File: src/hw/core_pkg.sv
package core_pkg;

  localparam int num_regs = 32;

  localparam int alu_op_w = 4;
  localparam logic [alu_op_w-1:0] alu_add = 4'd0;
  localparam logic [alu_op_w-1:0] alu_sub = 4'd1;
  localparam logic [alu_op_w-1:0] alu_and = 4'd2;
  localparam logic [alu_op_w-1:0] alu_or = 4'd3;
  localparam logic [alu_op_w-1:0] alu_xor = 4'd4;
  localparam logic [alu_op_w-1:0] alu_slt = 4'd5;
  localparam logic [alu_op_w-1:0] alu_sltu = 4'd6;
  localparam logic [alu_op_w-1:0] alu_sll = 4'd7;
  localparam logic [alu_op_w-1:0] alu_srl = 4'd8;
  localparam logic [alu_op_w-1:0] alu_sra = 4'd9;

  // carried in the low bits of the shared op field
  localparam int mul_op_w = 2;
  localparam logic [mul_op_w-1:0] mul_lo = 2'd0;
  localparam logic [mul_op_w-1:0] mul_hi_ss = 2'd1;
  localparam logic [mul_op_w-1:0] mul_hi_uu = 2'd2;
  localparam logic [mul_op_w-1:0] mul_hi_su = 2'd3;

endpackage

File: src/hw/rv_isa_pkg.sv
package rv_isa_pkg;

  localparam int xlen = 32;
  localparam int reg_addr_w = 5;

  // accepted major opcodes
  localparam logic [6:0] op_reg = 7'b0110011;
  localparam logic [6:0] op_imm = 7'b0010011;

  // funct3 of the base integer ops
  localparam logic [2:0] f3_add_sub = 3'b000;
  localparam logic [2:0] f3_sll = 3'b001;
  localparam logic [2:0] f3_slt = 3'b010;
  localparam logic [2:0] f3_sltu = 3'b011;
  localparam logic [2:0] f3_xor = 3'b100;
  localparam logic [2:0] f3_srl_sra = 3'b101;
  localparam logic [2:0] f3_or = 3'b110;
  localparam logic [2:0] f3_and = 3'b111;

  // funct3 of the multiplies
  localparam logic [2:0] f3_mul = 3'b000;
  localparam logic [2:0] f3_mulh = 3'b001;
  localparam logic [2:0] f3_mulhsu = 3'b010;
  localparam logic [2:0] f3_mulhu = 3'b011;

  localparam logic [6:0] funct7_base = 7'b0000000;
  localparam logic [6:0] funct7_alt = 7'b0100000;
  localparam logic [6:0] funct7_muldiv = 7'b0000001;

  typedef union packed {
    struct packed {
      logic [6:0] funct7;
      logic [4:0] rs2;
      logic [4:0] rs1;
      logic [2:0] funct3;
      logic [4:0] rd;
      logic [6:0] opcode;
    } r_view;
    struct packed {
      logic [11:0] imm12;
      logic [4:0] rs1;
      logic [2:0] funct3;
      logic [4:0] rd;
      logic [6:0] opcode;
    } i_view;
  } rv_instr_t;

endpackage
File: src/hw/exec_if.sv
`timescale 1ns/1ns

interface exec_if;
  import rv_isa_pkg::*;
  import core_pkg::*;

  logic valid;
  logic use_mul;
  logic [alu_op_w-1:0] op;
  logic [xlen-1:0] operand1;
  logic [xlen-1:0] operand2;
  logic [reg_addr_w-1:0] rd;

  modport issue (output valid, use_mul, op, operand1, operand2, rd);

  modport unit (input op, operand1, operand2);

  modport merge (input valid, use_mul, rd);

endinterface

File: src/hw/issue_decode.sv
`timescale 1ns/1ns

module issue_decode (
  input  logic clk,
  input  logic rst_n,
  input  logic instr_valid,
  input  rv_isa_pkg::rv_instr_t instr,
  output logic [rv_isa_pkg::reg_addr_w-1:0] rs1,
  output logic [rv_isa_pkg::reg_addr_w-1:0] rs2,
  input  logic [rv_isa_pkg::xlen-1:0] rs1_data,
  input  logic [rv_isa_pkg::xlen-1:0] rs2_data,
  input  logic wb_valid,
  input  logic [rv_isa_pkg::reg_addr_w-1:0] wb_rd,
  input  logic [rv_isa_pkg::xlen-1:0] wb_data,
  exec_if.issue ex
);
  import rv_isa_pkg::*;
  import core_pkg::*;

  logic dec_legal;
  logic dec_use_mul;
  logic dec_op2_reg;
  logic [alu_op_w-1:0] dec_op;
  logic [xlen-1:0] dec_imm;

  logic valid_q;
  logic use_mul_q;
  logic op2_reg_q;
  logic [alu_op_w-1:0] op_q;
  logic [reg_addr_w-1:0] rd_q;
  logic [reg_addr_w-1:0] rs1_q;
  logic [reg_addr_w-1:0] rs2_q;
  logic [xlen-1:0] op1_q;
  logic [xlen-1:0] op2_q;

  function automatic logic [alu_op_w-1:0] base_op(input logic [2:0] f3);
    case (f3)
      f3_sll:     return alu_sll;
      f3_slt:     return alu_slt;
      f3_sltu:    return alu_sltu;
      f3_xor:     return alu_xor;
      f3_srl_sra: return alu_srl;
      f3_or:      return alu_or;
      f3_and:     return alu_and;
      default:    return alu_add;
    endcase
  endfunction

  assign rs1 = instr.r_view.rs1;
  assign rs2 = instr.r_view.rs2;

  always_comb begin
    dec_legal = 1'b0;
    dec_use_mul = 1'b0;
    dec_op2_reg = 1'b0;
    dec_op = alu_add;
    dec_imm = {{(xlen-12){instr.i_view.imm12[11]}}, instr.i_view.imm12};
    case (instr.r_view.opcode)
      op_reg: begin
        dec_op2_reg = 1'b1;
        case (instr.r_view.funct7)
          funct7_base: begin
            dec_legal = 1'b1;
            dec_op = base_op(instr.r_view.funct3);
          end
          funct7_alt: begin
            dec_legal = (instr.r_view.funct3 == f3_add_sub) ||
                        (instr.r_view.funct3 == f3_srl_sra);
            dec_op = (instr.r_view.funct3 == f3_add_sub) ? alu_sub : alu_sra;
          end
          funct7_muldiv: begin
            // upper funct3 half is division and is rejected
            dec_legal = !instr.r_view.funct3[2];
            dec_use_mul = 1'b1;
            case (instr.r_view.funct3)
              f3_mulh:   dec_op = {{(alu_op_w-mul_op_w){1'b0}}, mul_hi_ss};
              f3_mulhsu: dec_op = {{(alu_op_w-mul_op_w){1'b0}}, mul_hi_su};
              f3_mulhu:  dec_op = {{(alu_op_w-mul_op_w){1'b0}}, mul_hi_uu};
              default:   dec_op = {{(alu_op_w-mul_op_w){1'b0}}, mul_lo};
            endcase
          end
          default: ;
        endcase
      end
      op_imm: begin
        dec_op = base_op(instr.i_view.funct3);
        case (instr.i_view.funct3)
          f3_sll: begin
            dec_legal = (instr.i_view.imm12[11:5] == funct7_base);
            dec_imm = {{(xlen-5){1'b0}}, instr.i_view.imm12[4:0]};
          end
          f3_srl_sra: begin
            dec_legal = (instr.i_view.imm12[11:5] == funct7_base) ||
                        (instr.i_view.imm12[11:5] == funct7_alt);
            if (instr.i_view.imm12[11:5] == funct7_alt) begin
              dec_op = alu_sra;
            end
            dec_imm = {{(xlen-5){1'b0}}, instr.i_view.imm12[4:0]};
          end
          default: dec_legal = 1'b1;
        endcase
      end
      default: ;
    endcase
  end

  always_ff @(posedge clk or negedge rst_n) begin
    if (!rst_n) begin
      valid_q <= 1'b0;
    end else begin
      valid_q <= instr_valid && dec_legal && (instr.r_view.rd != '0);
    end
  end

  always_ff @(posedge clk) begin
    if (instr_valid) begin
      use_mul_q <= dec_use_mul;
      op2_reg_q <= dec_op2_reg;
      op_q <= dec_op;
      rd_q <= instr.r_view.rd;
      rs1_q <= instr.r_view.rs1;
      rs2_q <= instr.r_view.rs2;
      op1_q <= rs1_data;
      op2_q <= dec_op2_reg ? rs2_data : dec_imm;
    end
  end

  assign ex.valid = valid_q;
  assign ex.use_mul = use_mul_q;
  assign ex.op = op_q;
  assign ex.rd = rd_q;

  // producer one slot ahead is in writeback now
  assign ex.operand1 = (wb_valid && (wb_rd == rs1_q)) ? wb_data : op1_q;
  assign ex.operand2 = (wb_valid && op2_reg_q && (wb_rd == rs2_q)) ? wb_data : op2_q;

endmodule

File: src/flat_wrapper.sv
// flat-port wrapper written by rule: the top's interface ports become plain ports
module issue_decode_flat import rv_isa_pkg::*; import core_pkg::*;
  (clk, rst_n, instr_valid, instr, rs1, rs2, rs1_data, rs2_data, wb_valid, wb_rd, wb_data, ex_valid, ex_use_mul, ex_op, ex_operand1, ex_operand2, ex_rd);
  exec_if ex_i ();
  input  logic clk;
  input  logic rst_n;
  input  logic instr_valid;
  input  rv_isa_pkg::rv_instr_t instr;
  output logic [rv_isa_pkg::reg_addr_w-1:0] rs1;
  output logic [rv_isa_pkg::reg_addr_w-1:0] rs2;
  input  logic [rv_isa_pkg::xlen-1:0] rs1_data;
  input  logic [rv_isa_pkg::xlen-1:0] rs2_data;
  input  logic wb_valid;
  input  logic [rv_isa_pkg::reg_addr_w-1:0] wb_rd;
  input  logic [rv_isa_pkg::xlen-1:0] wb_data;
  output wire logic [$bits(ex_i.valid)-1:0] ex_valid;
  output wire logic [$bits(ex_i.use_mul)-1:0] ex_use_mul;
  output wire logic [$bits(ex_i.op)-1:0] ex_op;
  output wire logic [$bits(ex_i.operand1)-1:0] ex_operand1;
  output wire logic [$bits(ex_i.operand2)-1:0] ex_operand2;
  output wire logic [$bits(ex_i.rd)-1:0] ex_rd;
  assign ex_valid = ex_i.valid;
  assign ex_use_mul = ex_i.use_mul;
  assign ex_op = ex_i.op;
  assign ex_operand1 = ex_i.operand1;
  assign ex_operand2 = ex_i.operand2;
  assign ex_rd = ex_i.rd;
  issue_decode u_core (.clk(clk), .rst_n(rst_n), .instr_valid(instr_valid), .instr(instr), .rs1(rs1), .rs2(rs2), .rs1_data(rs1_data), .rs2_data(rs2_data), .wb_valid(wb_valid), .wb_rd(wb_rd), .wb_data(wb_data), .ex(ex_i));
endmodule
File: config.mk
export PLATFORM = sky130hd
export DESIGN_NAME = issue_decode_flat
export DESIGN_NICKNAME = d
export VERILOG_FILES = /design/src/hw/core_pkg.sv /design/src/hw/rv_isa_pkg.sv /design/src/hw/exec_if.sv /design/src/hw/issue_decode.sv /design/src/flat_wrapper.sv
export SDC_FILE = /design/constraint.sdc
export NUM_CORES = 1
export LEC_CHECK = 0
export BUFFER_PORTS_ARGS = -buffer_cell sky130_fd_sc_hd__clkbuf_2
export CAP_MARGIN = 0
export CORE_ASPECT_RATIO = 0.75
export CORE_MARGIN = 3
export CORE_UTILIZATION = 42
export CTS_BUF_LIST = sky130_fd_sc_hd__clkbuf_8
export CTS_CLUSTER_DIAMETER = 80
export DETAILED_ROUTE_END_ITERATION = 7
export PLACE_DENSITY_LB_ADDON = 0.3
export SLEW_MARGIN = 30
export SYNTH_ARGS = -nofsm -noshare
export SYNTH_HDL_FRONTEND = slang
export SYNTH_SLANG_ARGS = --single-unit
File: constraint.sdc
create_clock -name clk -period 1.8 [get_ports clk]
set_input_delay 0.18 -clock clk [delete_from_list [all_inputs] [get_ports clk]]
set_output_delay 0.18 -clock clk [all_outputs]
set_load 0.005 [all_outputs]
# Yosys cells after proc, flatten, opt, wreduce, memory -nomap -nowiden
# Cells that the tools add are included.
[word_totals]
register_bits = 86
latch_bits = 0
ram_bits = 0
mem_bits_ro = 0
input_bits = 137
out_inout_bits = 85
word_cells = 51
mem_count = 0
[op_classes]
add_sub_neg = 0
n_mul = 0
n_div = 0
n_lt_le_gt_ge = 0
n_eq_ne = 13
shifts = 0
muxes = 17
n_bitwise = 0
reduce_logical = 12
[op_table]
columns = ["cell", "count"]
rows = [
  ["2-to-1 mux 32 bit", 5],
  ["case mux 4 bit (7 select lines)", 1],
  ["equality test 7 x 6 -> 1 bit (second input constant)", 2],
  ["equality test 3 bit (second input constant)", 4],
  ["2-to-1 mux 4 bit", 3],
  ["case mux 4 bit (3 select lines)", 1],
  ["equality test 5 bit", 2],
  ["case mux 4 bit (2 select lines)", 1],
  ["equality test 7 x 1 -> 1 bit (second input constant)", 1],
  ["equality test 7 x 5 -> 1 bit (second input constant)", 1],
  ["zero test 7 bit", 1],
  ["equality test 3 x 2 -> 1 bit (second input constant)", 2],
  ["case mux 2 bit (3 select lines)", 1],
  ["logical AND 1 bit", 5],
  ["nonzero test 5 bit", 1],
  ["case mux 1 bit (2 select lines)", 2],
  ["equality test 3 x 1 -> 1 bit (second input constant)", 1],
  ["zero test 3 bit", 1],
  ["case mux 1 bit (3 select lines)", 1],
  ["logical OR 1 bit", 2],
  ["2-to-1 mux 1 bit", 2],
  ["OR reduction 2 bit", 1],
  ["zero test 1 bit", 1],
]

# Longest topological paths before layout
# Gate-level depths: netlist (run 1).
[logic_depth]
word_depth = 6
mapped_depth = 6
ltp_nobuf = 4

# Worst setup path after synthesis (run 1)
# Ideal clock, no wire load.
[synth_timing]
path_kind = "reg-to-output"
startpoint = "register u_core.rs1_q[2]"
endpoint = "output ex_operand1[10]"
arrival_time_ns = 1.625
t_required_ns = 1.620
setup_slack_ns = -0.005
stages_incl_launch_ff = 7
path_buffers = 2
path_cell_list = "edfxtp_1 > xor2_1 > nor4_1 > and3_1 > clkbuf_1 > buf_4 > mux2_2"
[synth_via]
elab_chain_len = 3
[synth_lines]
columns = ["item", "line_no", "text"]
rows = [
  ["start: declaration", "issue_decode.sv:31", "logic [reg_addr_w-1:0] rs1_q;"],
  ["start signal: assignment", "issue_decode.sv:121", "rs1_q <= instr.r_view.rs1;"],
  ["equality test 5 bit", "issue_decode.sv:134", "assign ex.operand1 = (wb_valid && (wb_rd == rs1_q)) ? wb_data : op1_q;"],
  ["logical AND 1 bit", "issue_decode.sv:134", ""],
  ["2-to-1 mux 32 bit", "issue_decode.sv:134", ""],
  ["end: declaration", "flat_wrapper.sv:19", "output wire logic [$bits(ex_i.operand1)-1:0] ex_operand1;"],
]
# No other way between the ends.

# Final worst setup path (run 1)
[layout_timing]
startpoint = "register u_core.rs1_q[3]"
endpoint = "output ex_operand1[23]"
# The elaborated chain is that of the path after synthesis.

==> flow_summary_export.csv, run 1 <==
group,metric,value,unit
setup_path,critical_path.top_delay_family,"simple AND/OR/NAND/NOR gates",
setup_path,start_kind,"register",
synth,synth_edf_count,85,
min_path,min_path_type,"input port to register",
floorplanning,fp.dieH,92.0,um
layout,mostFrequentLayoutCells,"clkbuf_2 (216), edfxtp_1 (85), nand2_1 (47)",
min_path,holdPathEnd,"u_core.ex.rd[4]",
floorplanning,core-area,0.00931,mm^2
global_route,grt_antenna_before_repair,0,
layout,final_area,0.00630,mm^2
global_route,grt_pass1_vias,3520,
setup_path,cp_slowest_cell,"edfxtp_1",
sta,hold_viol_final,0,
synth,synth_xor_area_share,2.54,%
synth,synthArstFlopShare,1.16,%
sta,hold-worst-slack,0.0285,ns
floorplanning,start_util,44.5,%
synth,ys.flop_type,"edfxtp_1",
drt,met3RoutedLength,989,um
sta,setup_viol,64,
setup_path,max_stage_delay,0.40,ns
global_route,grt_pass1_wl,18000,um
global_route,grt_use_total,21.1,%
drt,ant_nets,0,
drt,firstDrtPassIters,4,
synth,ys_types,40,
synth,ys_seq_area_share,62.2,%
sta,drv_slew,0,
drt,wl_per_cell,18.6,um
layout,final_net_count,686,
drt,met1_length,5250,um
drt,vias_per_cell,5.06,
clocking,htree_levels,3,
placement,gp_congestion,0.858,
clocking,path_clk_slew,0.08,ns
power,ir_drop,0.376,mV
synth,avgSynthCellArea,14.3,um^2
layout,syn_to_final_growth,52.1,%
setup_path,path_cells,"xor2_1 > nor4_1 > and3_4 > buf_6 > mux2_2 > clkbuf_2",
layout,final_common_cell,"clkbuf_2",
drt,top_layer_used,"met4",
layout,drive_gt1_share,59.7,%
status,violations,"negative setup slack",
sta,min_period_over_period,133,%
synth,synth_area_leaders,"edfxtp_1 (62%), mux2_2 (18%), nand2_1 (4.3%)",
sta,max_slew_margin,73.8,%
sta,tightest_slew,0.390,ns
setup_path,path_buf_inv,2,
synth,synth-compound-area-share,4.20,%
synth,synth_top_area_share,61.6,%
setup_path,crit_type,"register to primary output",
floorplanning,rows,30,
sta,fin_ws,-0.586,ns
setup_path,critical_path.startpoint,"u_core.rs1_q[3]",
min_path,hp-start,"instr[11]",
synth,synthMuxAreaShare,18.8,%
synth,synthSimpleGateAreaFrac,8.19,%
synth,synth-adder-area-share,0,%
layout,num-fill-cells,728,
global_route,grt-ovfl-total,0,
power,power_density,740,mW/mm^2
global_route,grt_start_max_net_pins,46,
setup_path,path_max_fanout,5,
drt,drt_iter0_drc,209,
clocking,cts_tree,"done",
floorplanning,die_area,0.0111,mm^2
floorplanning,ioPinCount,222,
placement,place_area,0.00540,mm^2
drt,routed_wl,12700,um
layout,postLayoutCoreUtil,67.6,%
sta,min_period,2.39,ns
floorplanning,die_w,121,um
drt,wl_met2,6310,um
synth,synth_warnings,0,
sta,fmax,0.419,GHz
power,leakage,2.81,nW
layout,largestRegisters,"u_core.op1_q: 32 flops, u_core.op2_q: 32 flops",
synth,synth_top_family_by_area,"multiplexers",
layout,antenna_cells,0,
synth,synthCells,289,
clocking,cts-root-buf,"clkbuf_8",
clocking,clock_sinks,86,
sta,rsz0062_at_grt,"yes",
setup_path,cp-end-kind,"primary output",
clocking,cts_buffer_depth,2,
placement,dpl.hpwl,8500,um
placement,preCtsSetupSlack,-0.166,ns
synth,synth-seq-cells,86,
synth,syn_area,0.00414,mm^2
setup_path,crit_arrival,2.21,ns
drt,vias,3452,
setup_path,cp_data_required_time,1.62,ns
status,outcome,"finished, violations left",
min_path,hold_depth,1,
run,maxCapViolCount,0,
clocking,numCtsBuffers,9,
placement,portBuffers,221,
synth,syn_nets,426,
synth,yosysTopAreaCell,"edfxtp_1",
drt,drc,0,
[worst max-delay path by stage]
| stage | to | slack, ns | cells after the start |
|---|---|---|---|
| after floorplan | ex_operand1[10] | -0.005 | 6 |
| after global placement | ex_operand2[21] | -0.13 | 6 |
| after detailed placement | ex_operand1[21] | -0.17 | 6 |
| after CTS | ex_operand1[21] | -0.57 | 6 |
| after global routing | ex_operand1[30] | -0.70 | 6 |
| final | ex_operand1[23] | -0.59 | 6 |
[report_power, final]
| group | switching, mW | total (mW) | internal (mW) | leakage, nW |
|---|---|---|---|---|
| clock network | 0.675 | 1.45 | 0.775 | 0.112 |
| registers | 0.0544 | 2.42 | 2.37 | 0.844 |
| logic | 0.329 | 0.786 | 0.457 | 1.85 |
| total | 1.06 | 4.66 | 3.60 | 2.81 |
[repair_timing]
item / CTS / global route
pin swaps: 1 / 5
setup buffers: 1 / 0
gates cloned: 3 / 4
resized for setup: 18 / 28
endpoints found under the setup margin: 64 / 64
hold buffers: 31 / 3
endpoints found under the hold margin: 31 / 3
[cell usage after synthesis, types with 2 or more instances]
cell type and instances:
nand4_1 2, nor2_1 4, buf_4 13, a22o_1 5, xor2_1 8, mux2_2 67
nor2b_1 2, edfxtp_1 85, mux2_1 2, o21ai_0 2, nor4_1 4, a21oi_1 3
buf_2 9, nand3_1 2, clkbuf_1 3, o31ai_1 2, inv_1 4, nand2_1 47
xnor2_1 4
[per-layer routing]
layer,global-route usage (%),up-vias
met5,0,-
li1,-,1600
met3,5.98,16
met4,5.38,0
met1,26.0,1647
met2,36.4,189
[layout make-up]
type                       instances  area (um^2)  area share [%]
inverter                           4         15.0           0.238
timing repair buffer             274         1820            28.9
clock inverter                     7         90.1            1.43
sequential                        86         2580            40.9
tap                              128          160            2.54
multi-input combinational        174         1510            24.0
clock buffer                       9          124            1.97
[stage by stage]
| stage | cells | setup TNS (ns) | total power [mW] |
|---|---|---|---|
| final | 682 | -31.55 | 4.66 |
| after global placement | 624 | -6.10 | 3.09 |
| after floorplan | 289 | -0.134 | 2.70 |
| after global routing | 682 | -39.14 | 4.89 |
| after detailed placement | 624 | -7.96 | 3.11 |
| after CTS | 675 | -32.96 | 4.64 |
[cell families (layout without fill, tap and decap cells)]
family                    Yosys count  in the layout
DFF                                86             86
xor gates and xnor gates           12             12
muxes                              69             69
AOI/OAI and AO/OA                  22             22
buffers and inverters              29            294
and+or+nand+nor                    71             71
(Power assumes the default switching activity.)
==> inputs of run 2 (changes only) <==
CTS_CLUSTER_DIAMETER = default   (was 80)
PLACE_DENSITY = 0.79   (was default)
PLACE_DENSITY_LB_ADDON = default   (was 0.3)
SETUP_SLACK_MARGIN = 0.15   (was default)
==> flow_summary_export.csv, run 2 (synthesis gave the netlist of run 1 again) <==
group,metric,value,unit
floorplanning,die_area,0.0111,mm^2
layout,final_net_count,690,
floorplanning,die_w,121,um
setup_path,cp-end-kind,"primary output",
status,outcome,"finished, violations left",
placement,gp_congestion,0.792,
setup_path,crit_arrival,2.17,ns
floorplanning,rows,30,
min_path,hp-start,"instr[11]",
sta,rsz0062_at_grt,"yes",
global_route,grt_antenna_before_repair,0,
drt,ant_nets,0,
drt,drt_iter0_drc,205,
layout,largestRegisters,"u_core.op1_q: 32 flops, u_core.op2_q: 32 flops",
sta,min_period,2.35,ns
clocking,path_clk_slew,0.08,ns
clocking,numCtsBuffers,9,
drt,vias,3415,
status,violations,"negative setup slack",
layout,antenna_cells,0,
setup_path,crit_type,"register to primary output",
global_route,grt_pass1_wl,18300,um
setup_path,start_kind,"register",
layout,layoutNonFillerInstCount,684,
floorplanning,fp.dieH,92.0,um
setup_path,cp_slowest_cell,"edfxtp_1",
layout,mostFrequentLayoutCells,"clkbuf_2 (220), edfxtp_1 (85), nand2_1 (47)",
sta,fmax,0.426,GHz
placement,preCtsSetupSlack,-0.118,ns
global_route,grt-ovfl-total,0,
global_route,grt_use_total,21.6,%
placement,dpl.hpwl,8070,um
run,maxCapViolCount,0,
drt,firstDrtPassIters,4,
clocking,clock_sinks,86,
placement,portBuffers,221,
power,leakage,2.80,nW
clocking,cts_buffer_depth,2,
clocking,cts_tree,"done",
placement,dp.cells,622,
sta,tightest_slew,0.478,ns
power,power_density,714,mW/mm^2
setup_path,path_max_fanout,22,
drt,wl_per_cell,17.8,um
floorplanning,ioPinCount,222,
sta,hold_viol_final,0,
drt,vias_per_cell,4.99,
sta,fin_ws,-0.549,ns
setup_path,cp_data_required_time,1.62,ns
layout,num-fill-cells,682,
layout,drive_gt1_share,58.8,%
global_route,grt_pass1_vias,3555,
sta,min_period_over_period,131,%
floorplanning,core-area,0.00931,mm^2
layout,syn_to_final_growth,51.2,%
drt,routed_wl,12100,um
sta,max_slew_margin,68.1,%
setup_path,max_stage_delay,0.39,ns
clocking,htree_levels,3,
sta,setup_viol,64,
min_path,min_path_type,"input port to register",
power,ir_drop,0.613,mV
setup_path,path_cells,"xor2_1 > nor4_1 > and3_2 > buf_12 > mux2_2 > clkbuf_2",
layout,final_common_cell,"clkbuf_2",
setup_path,critical_path.startpoint,"u_core.rs1_q[1]",
layout,final_area,0.00626,mm^2
clocking,cts-root-buf,"clkbuf_8",
sta,drv_slew,0,
floorplanning,start_util,44.5,%
placement,place_area,0.00550,mm^2
global_route,grt_start_max_net_pins,87,
drt,drc,0,
[run 2: cell count changes in the layout (fill, tap and decap cells not counted), sizes merged]
cell	previous run	this run
dlygate4sd3	34	41
buf	21	16
clkbuf	228	230
bufinv	2	1
clkinv	4	3
clkinvlp	0	1
inv	5	4
[run 2: metrics by stage]
step | hold WS, ns | TNS [ns] | power [mW] | util [%]
2_1_floorplan | -0.116 | 0 | 2.74 | -
3_3_place_gp | -0.0452 | -1.52 | 3.12 | 59.1
3_5_place_dp | -0.0438 | -2.51 | 3.15 | 59.1
4_1_cts | 0.000527 | -29.82 | 4.50 | 66.3
5_1_grt | 0.00206 | -37.20 | 4.67 | 67.3
6_report | 0.0186 | -30.05 | 4.47 | 67.3
[run 2: where the power goes]
part,switching [mW],internal (mW)
combinational,0.317,0.456
sequential,0.0476,2.37
clock,0.663,0.619
[run 2: layout make-up]
cell class / instances / area [um^2] / share of cell area, %
Tap cell: 128 / 160 / 2.56
Sequential cell: 86 / 2580 / 41.2
Inverter: 4 / 15.0 / 0.240
Clock buffer: 9 / 124 / 1.98
Clock inverter: 5 / 52.6 / 0.839
Multi-Input combinational cell: 174 / 1510 / 24.2
Timing Repair Buffer: 278 / 1820 / 29.1
[run 2: repair_timing]
item                                   4_1_cts  5_1_grt
gates resized for setup                      6        2
setup buffers                                2        1
pin swaps                                    2        0
setup endpoints to repair                   64       64
hold buffers                                37        4
cloned                                       3        1
endpoints found under the hold margin       37        4
[run 2: path summary, 6_finish.rpt]
path	endpoint	slack, ns	cells past startpoint
setup / recovery	ex_operand1[31]	-0.55	6
hold / removal	u_core.ex.rd[4]	0.02	1
min in group asynchronous	u_core.ex.valid	0.14	2
max in group asynchronous	u_core.ex.valid	1.58	2
[run 2: layer usage]
layer  vias to the layer above  track usage (%)  wire (um)
met3                        25             6.04        905
li1                       1611                -          -
met5                         -                0          0
met4                         0             6.79        234
met1                      1605             25.4       4840
met2                       174             38.4       6160
[run 2: worst max-delay path: cells and delay by family, from the launching register on]
| kind | cells | cell delay, ns |
|---|---|---|
| xor gates and xnor gates | 1 | 0.16 |
| buffers and inverters | 2 | 0.33 |
| DFF | 1 | 0.39 |
| and+or+nand+nor | 2 | 0.55 |
| muxes | 1 | 0.36 |
==> inputs of run 3 (changes only) <==
ABC_AREA = 1   (was default)
CORE_UTILIZATION = 43   (was 42)
PLACE_DENSITY = 0.78   (was 0.79)
==> flow_summary_export.csv, run 3 <==
group,metric,value,unit
status,outcome,"finished, violations left",
status,violations,"negative setup slack",
layout,drive_gt1_share,44.3,%
power,ir_drop,0.537,mV
setup_path,cp_data_required_time,1.62,ns
drt,wl_per_cell,14.8,um
setup_path,crit_type,"register to primary output",
clocking,cts_buffer_depth,2,
power,p_switching,1.21,mW
layout,layoutNonFillerInstCount,861,
setup_path,start_kind,"register",
layout,antenna_cells,0,
clocking,cts_tree,"done",
power,pwr-share-seq,50.5,%
synth,ys.flop_type,"edfxtp_1",
sta,setup_viol,64,
floorplanning,start_util,45.6,%
setup_path,crit_arrival,1.83,ns
layout,mostFrequentLayoutCells,"clkbuf_2 (208), nand2_1 (162), edfxtp_1 (85)",
power,internal_power,3.58,mW
layout,final_common_cell,"clkbuf_2",
global_route,grt_start_max_net_pins,65,
synth,syn_nets,605,
placement,preCtsSetupSlack,0.167,ns
sta,rsz0062_at_grt,"yes",
sta,min_period,2.01,ns
synth,synth_top_area_share,55.9,%
floorplanning,fp.dieH,95.2,um
power,pwr-share-clk,32.0,%
clocking,htree_levels,3,
placement,dpl.hpwl,9140,um
synth,synthCells,468,
synth,synth-seq-cells,86,
synth,synth_common_cells,"nand2_1 (173), edfxtp_1 (85), inv_1 (51)",
setup_path,path_max_fanout,34,
floorplanning,die_w,125,um
sta,hold_viol_final,0,
layout,largestRegisters,"u_core.op1_q: 32 flops, u_core.op2_q: 32 flops",
sta,tightest_slew,0.529,ns
power,power_density,745,mW/mm^2
floorplanning,ioPinCount,222,
synth,synth_area_leaders,"edfxtp_1 (56%), nand2_1 (14%), o21ai_2 (9.4%)",
synth,yosysTopAreaCell,"edfxtp_1",
placement,gp_congestion,0.941,
global_route,grt_pass1_vias,4136,
global_route,grt_pass1_wl,19600,um
drt,vias,4136,
run,maxCapViolCount,0,
sta,fmax,0.499,GHz
sta,hold-worst-slack,0.0255,ns
drt,firstDrtPassIters,5,
power,swShare,25.3,%
synth,ys_types,24,
sta,max_slew_margin,64.7,%
synth,ys_seq_area_share,56.5,%
clocking,path_clk_slew,0.09,ns
drt,vias_per_cell,4.80,
setup_path,cp-end-kind,"primary output",
clocking,numCtsBuffers,9,
synth,yosysMostFrequentCell,"nand2_1",
min_path,min_path_type,"input port to register",
floorplanning,die_area,0.0119,mm^2
drt,routed_wl,12700,um
synth,syn_area,0.00456,mm^2
floorplanning,core-area,0.0100,mm^2
sta,fin_ws,-0.206,ns
global_route,grt-ovfl-total,0,
placement,portBuffers,221,
clocking,clock_sinks,86,
layout,final_net_count,861,
drt,drt_iter0_drc,273,
power,leakage,3.18,nW
synth,synthArstFlopShare,1.16,%
drt,ant_nets,0,
sta,drv_slew,0,
clocking,cts-root-buf,"clkbuf_8",
placement,dp.cells,804,
floorplanning,rows,31,
synth,synth_warnings,0,
layout,syn_to_final_growth,40.9,%
drt,drc,0,
global_route,grt_antenna_before_repair,0,
synth,avgSynthCellArea,9.75,um^2
power,p_comb_share,17.5,%
synth,synth_edf_count,85,
sta,min_period_over_period,111,%
global_route,grt_use_total,20.9,%
[run 3: area by class of cell]
class	count	area (um^2)
multi-input combinational	302	1580
timing repair buffer	271	1680
tap	132	165
clock inverter	7	101
fill	824	3580
inverter	54	203
sequential	86	2580
clock buffer	9	124
[run 3: stage by stage]
stage                     TNS [ns]  power, mW  utilization, %  area [um^2]
after floorplan                  0       2.80               -         4560
after global placement           0       3.19            57.0         5710
after detailed placement         0       3.21            57.0         5710
after CTS                   -10.64       4.82            63.3         6340
after global routing        -18.31       5.04            64.3         6430
final                       -10.49       4.79            64.3         6430
[run 3: cells by family after synthesis]
logic type	Yosys count	synth area share, %
AND/OR/NAND/NOR	223	20.7
flip-flops	86	56.5
buffers and inverters	80	9.87
AO/OA/AOI/OAI	77	12.6
XOR/XNOR	2	0.384
[run 3: repair_timing]
action	in CTS	in global routing
buffers inserted	0	0
cloned	0	1
endpoints found under the hold margin	40	0
pin swaps	0	2
endpoints found under the setup margin	64	64
hold buffers	40	0
resized for setup	1	32
[run 3: worst paths after layout]
kind	slack [ns]	startpoint	cells after the start	to
min in group asynchronous	0.12	rst_n	2	u_core.ex.valid
hold / removal	0.03	instr[16]	1	u_core.rs1_q[1]
max in group asynchronous	1.59	rst_n	2	u_core.ex.valid
setup / recovery	-0.21	u_core.rs1_q[3]	6	ex_operand1[25]
[run 3: layer usage]
layer | wire length (um) | vias to the layer above | global-route usage, %
met5 | 0 | - | 0
met4 | 252 | 0 | 6.77
met3 | 1150 | 24 | 6.33
met2 | 6440 | 212 | 37.8
met1 | 4910 | 1861 | 24.2
li1 | - | 2039 | -
[run 3: worst max-delay path: stages, from the launching register on]
cell	delay [ns]
edfxtp_1	0.40
or2_1	0.25
a21oi_2	0.18
nand3_4	0.15
buf_12	0.22
o21ai_2	0.14
clkbuf_2	0.13
[run 3: power groups by stage]
stage	clock network, mW	registers, mW	logic, mW
after floorplan	0	2.45	0.346
after global placement	0	2.46	0.732
after detailed placement	0	2.46	0.750
after CTS	1.58	2.41	0.825
after global routing	1.67	2.43	0.936
final	1.53	2.42	0.840
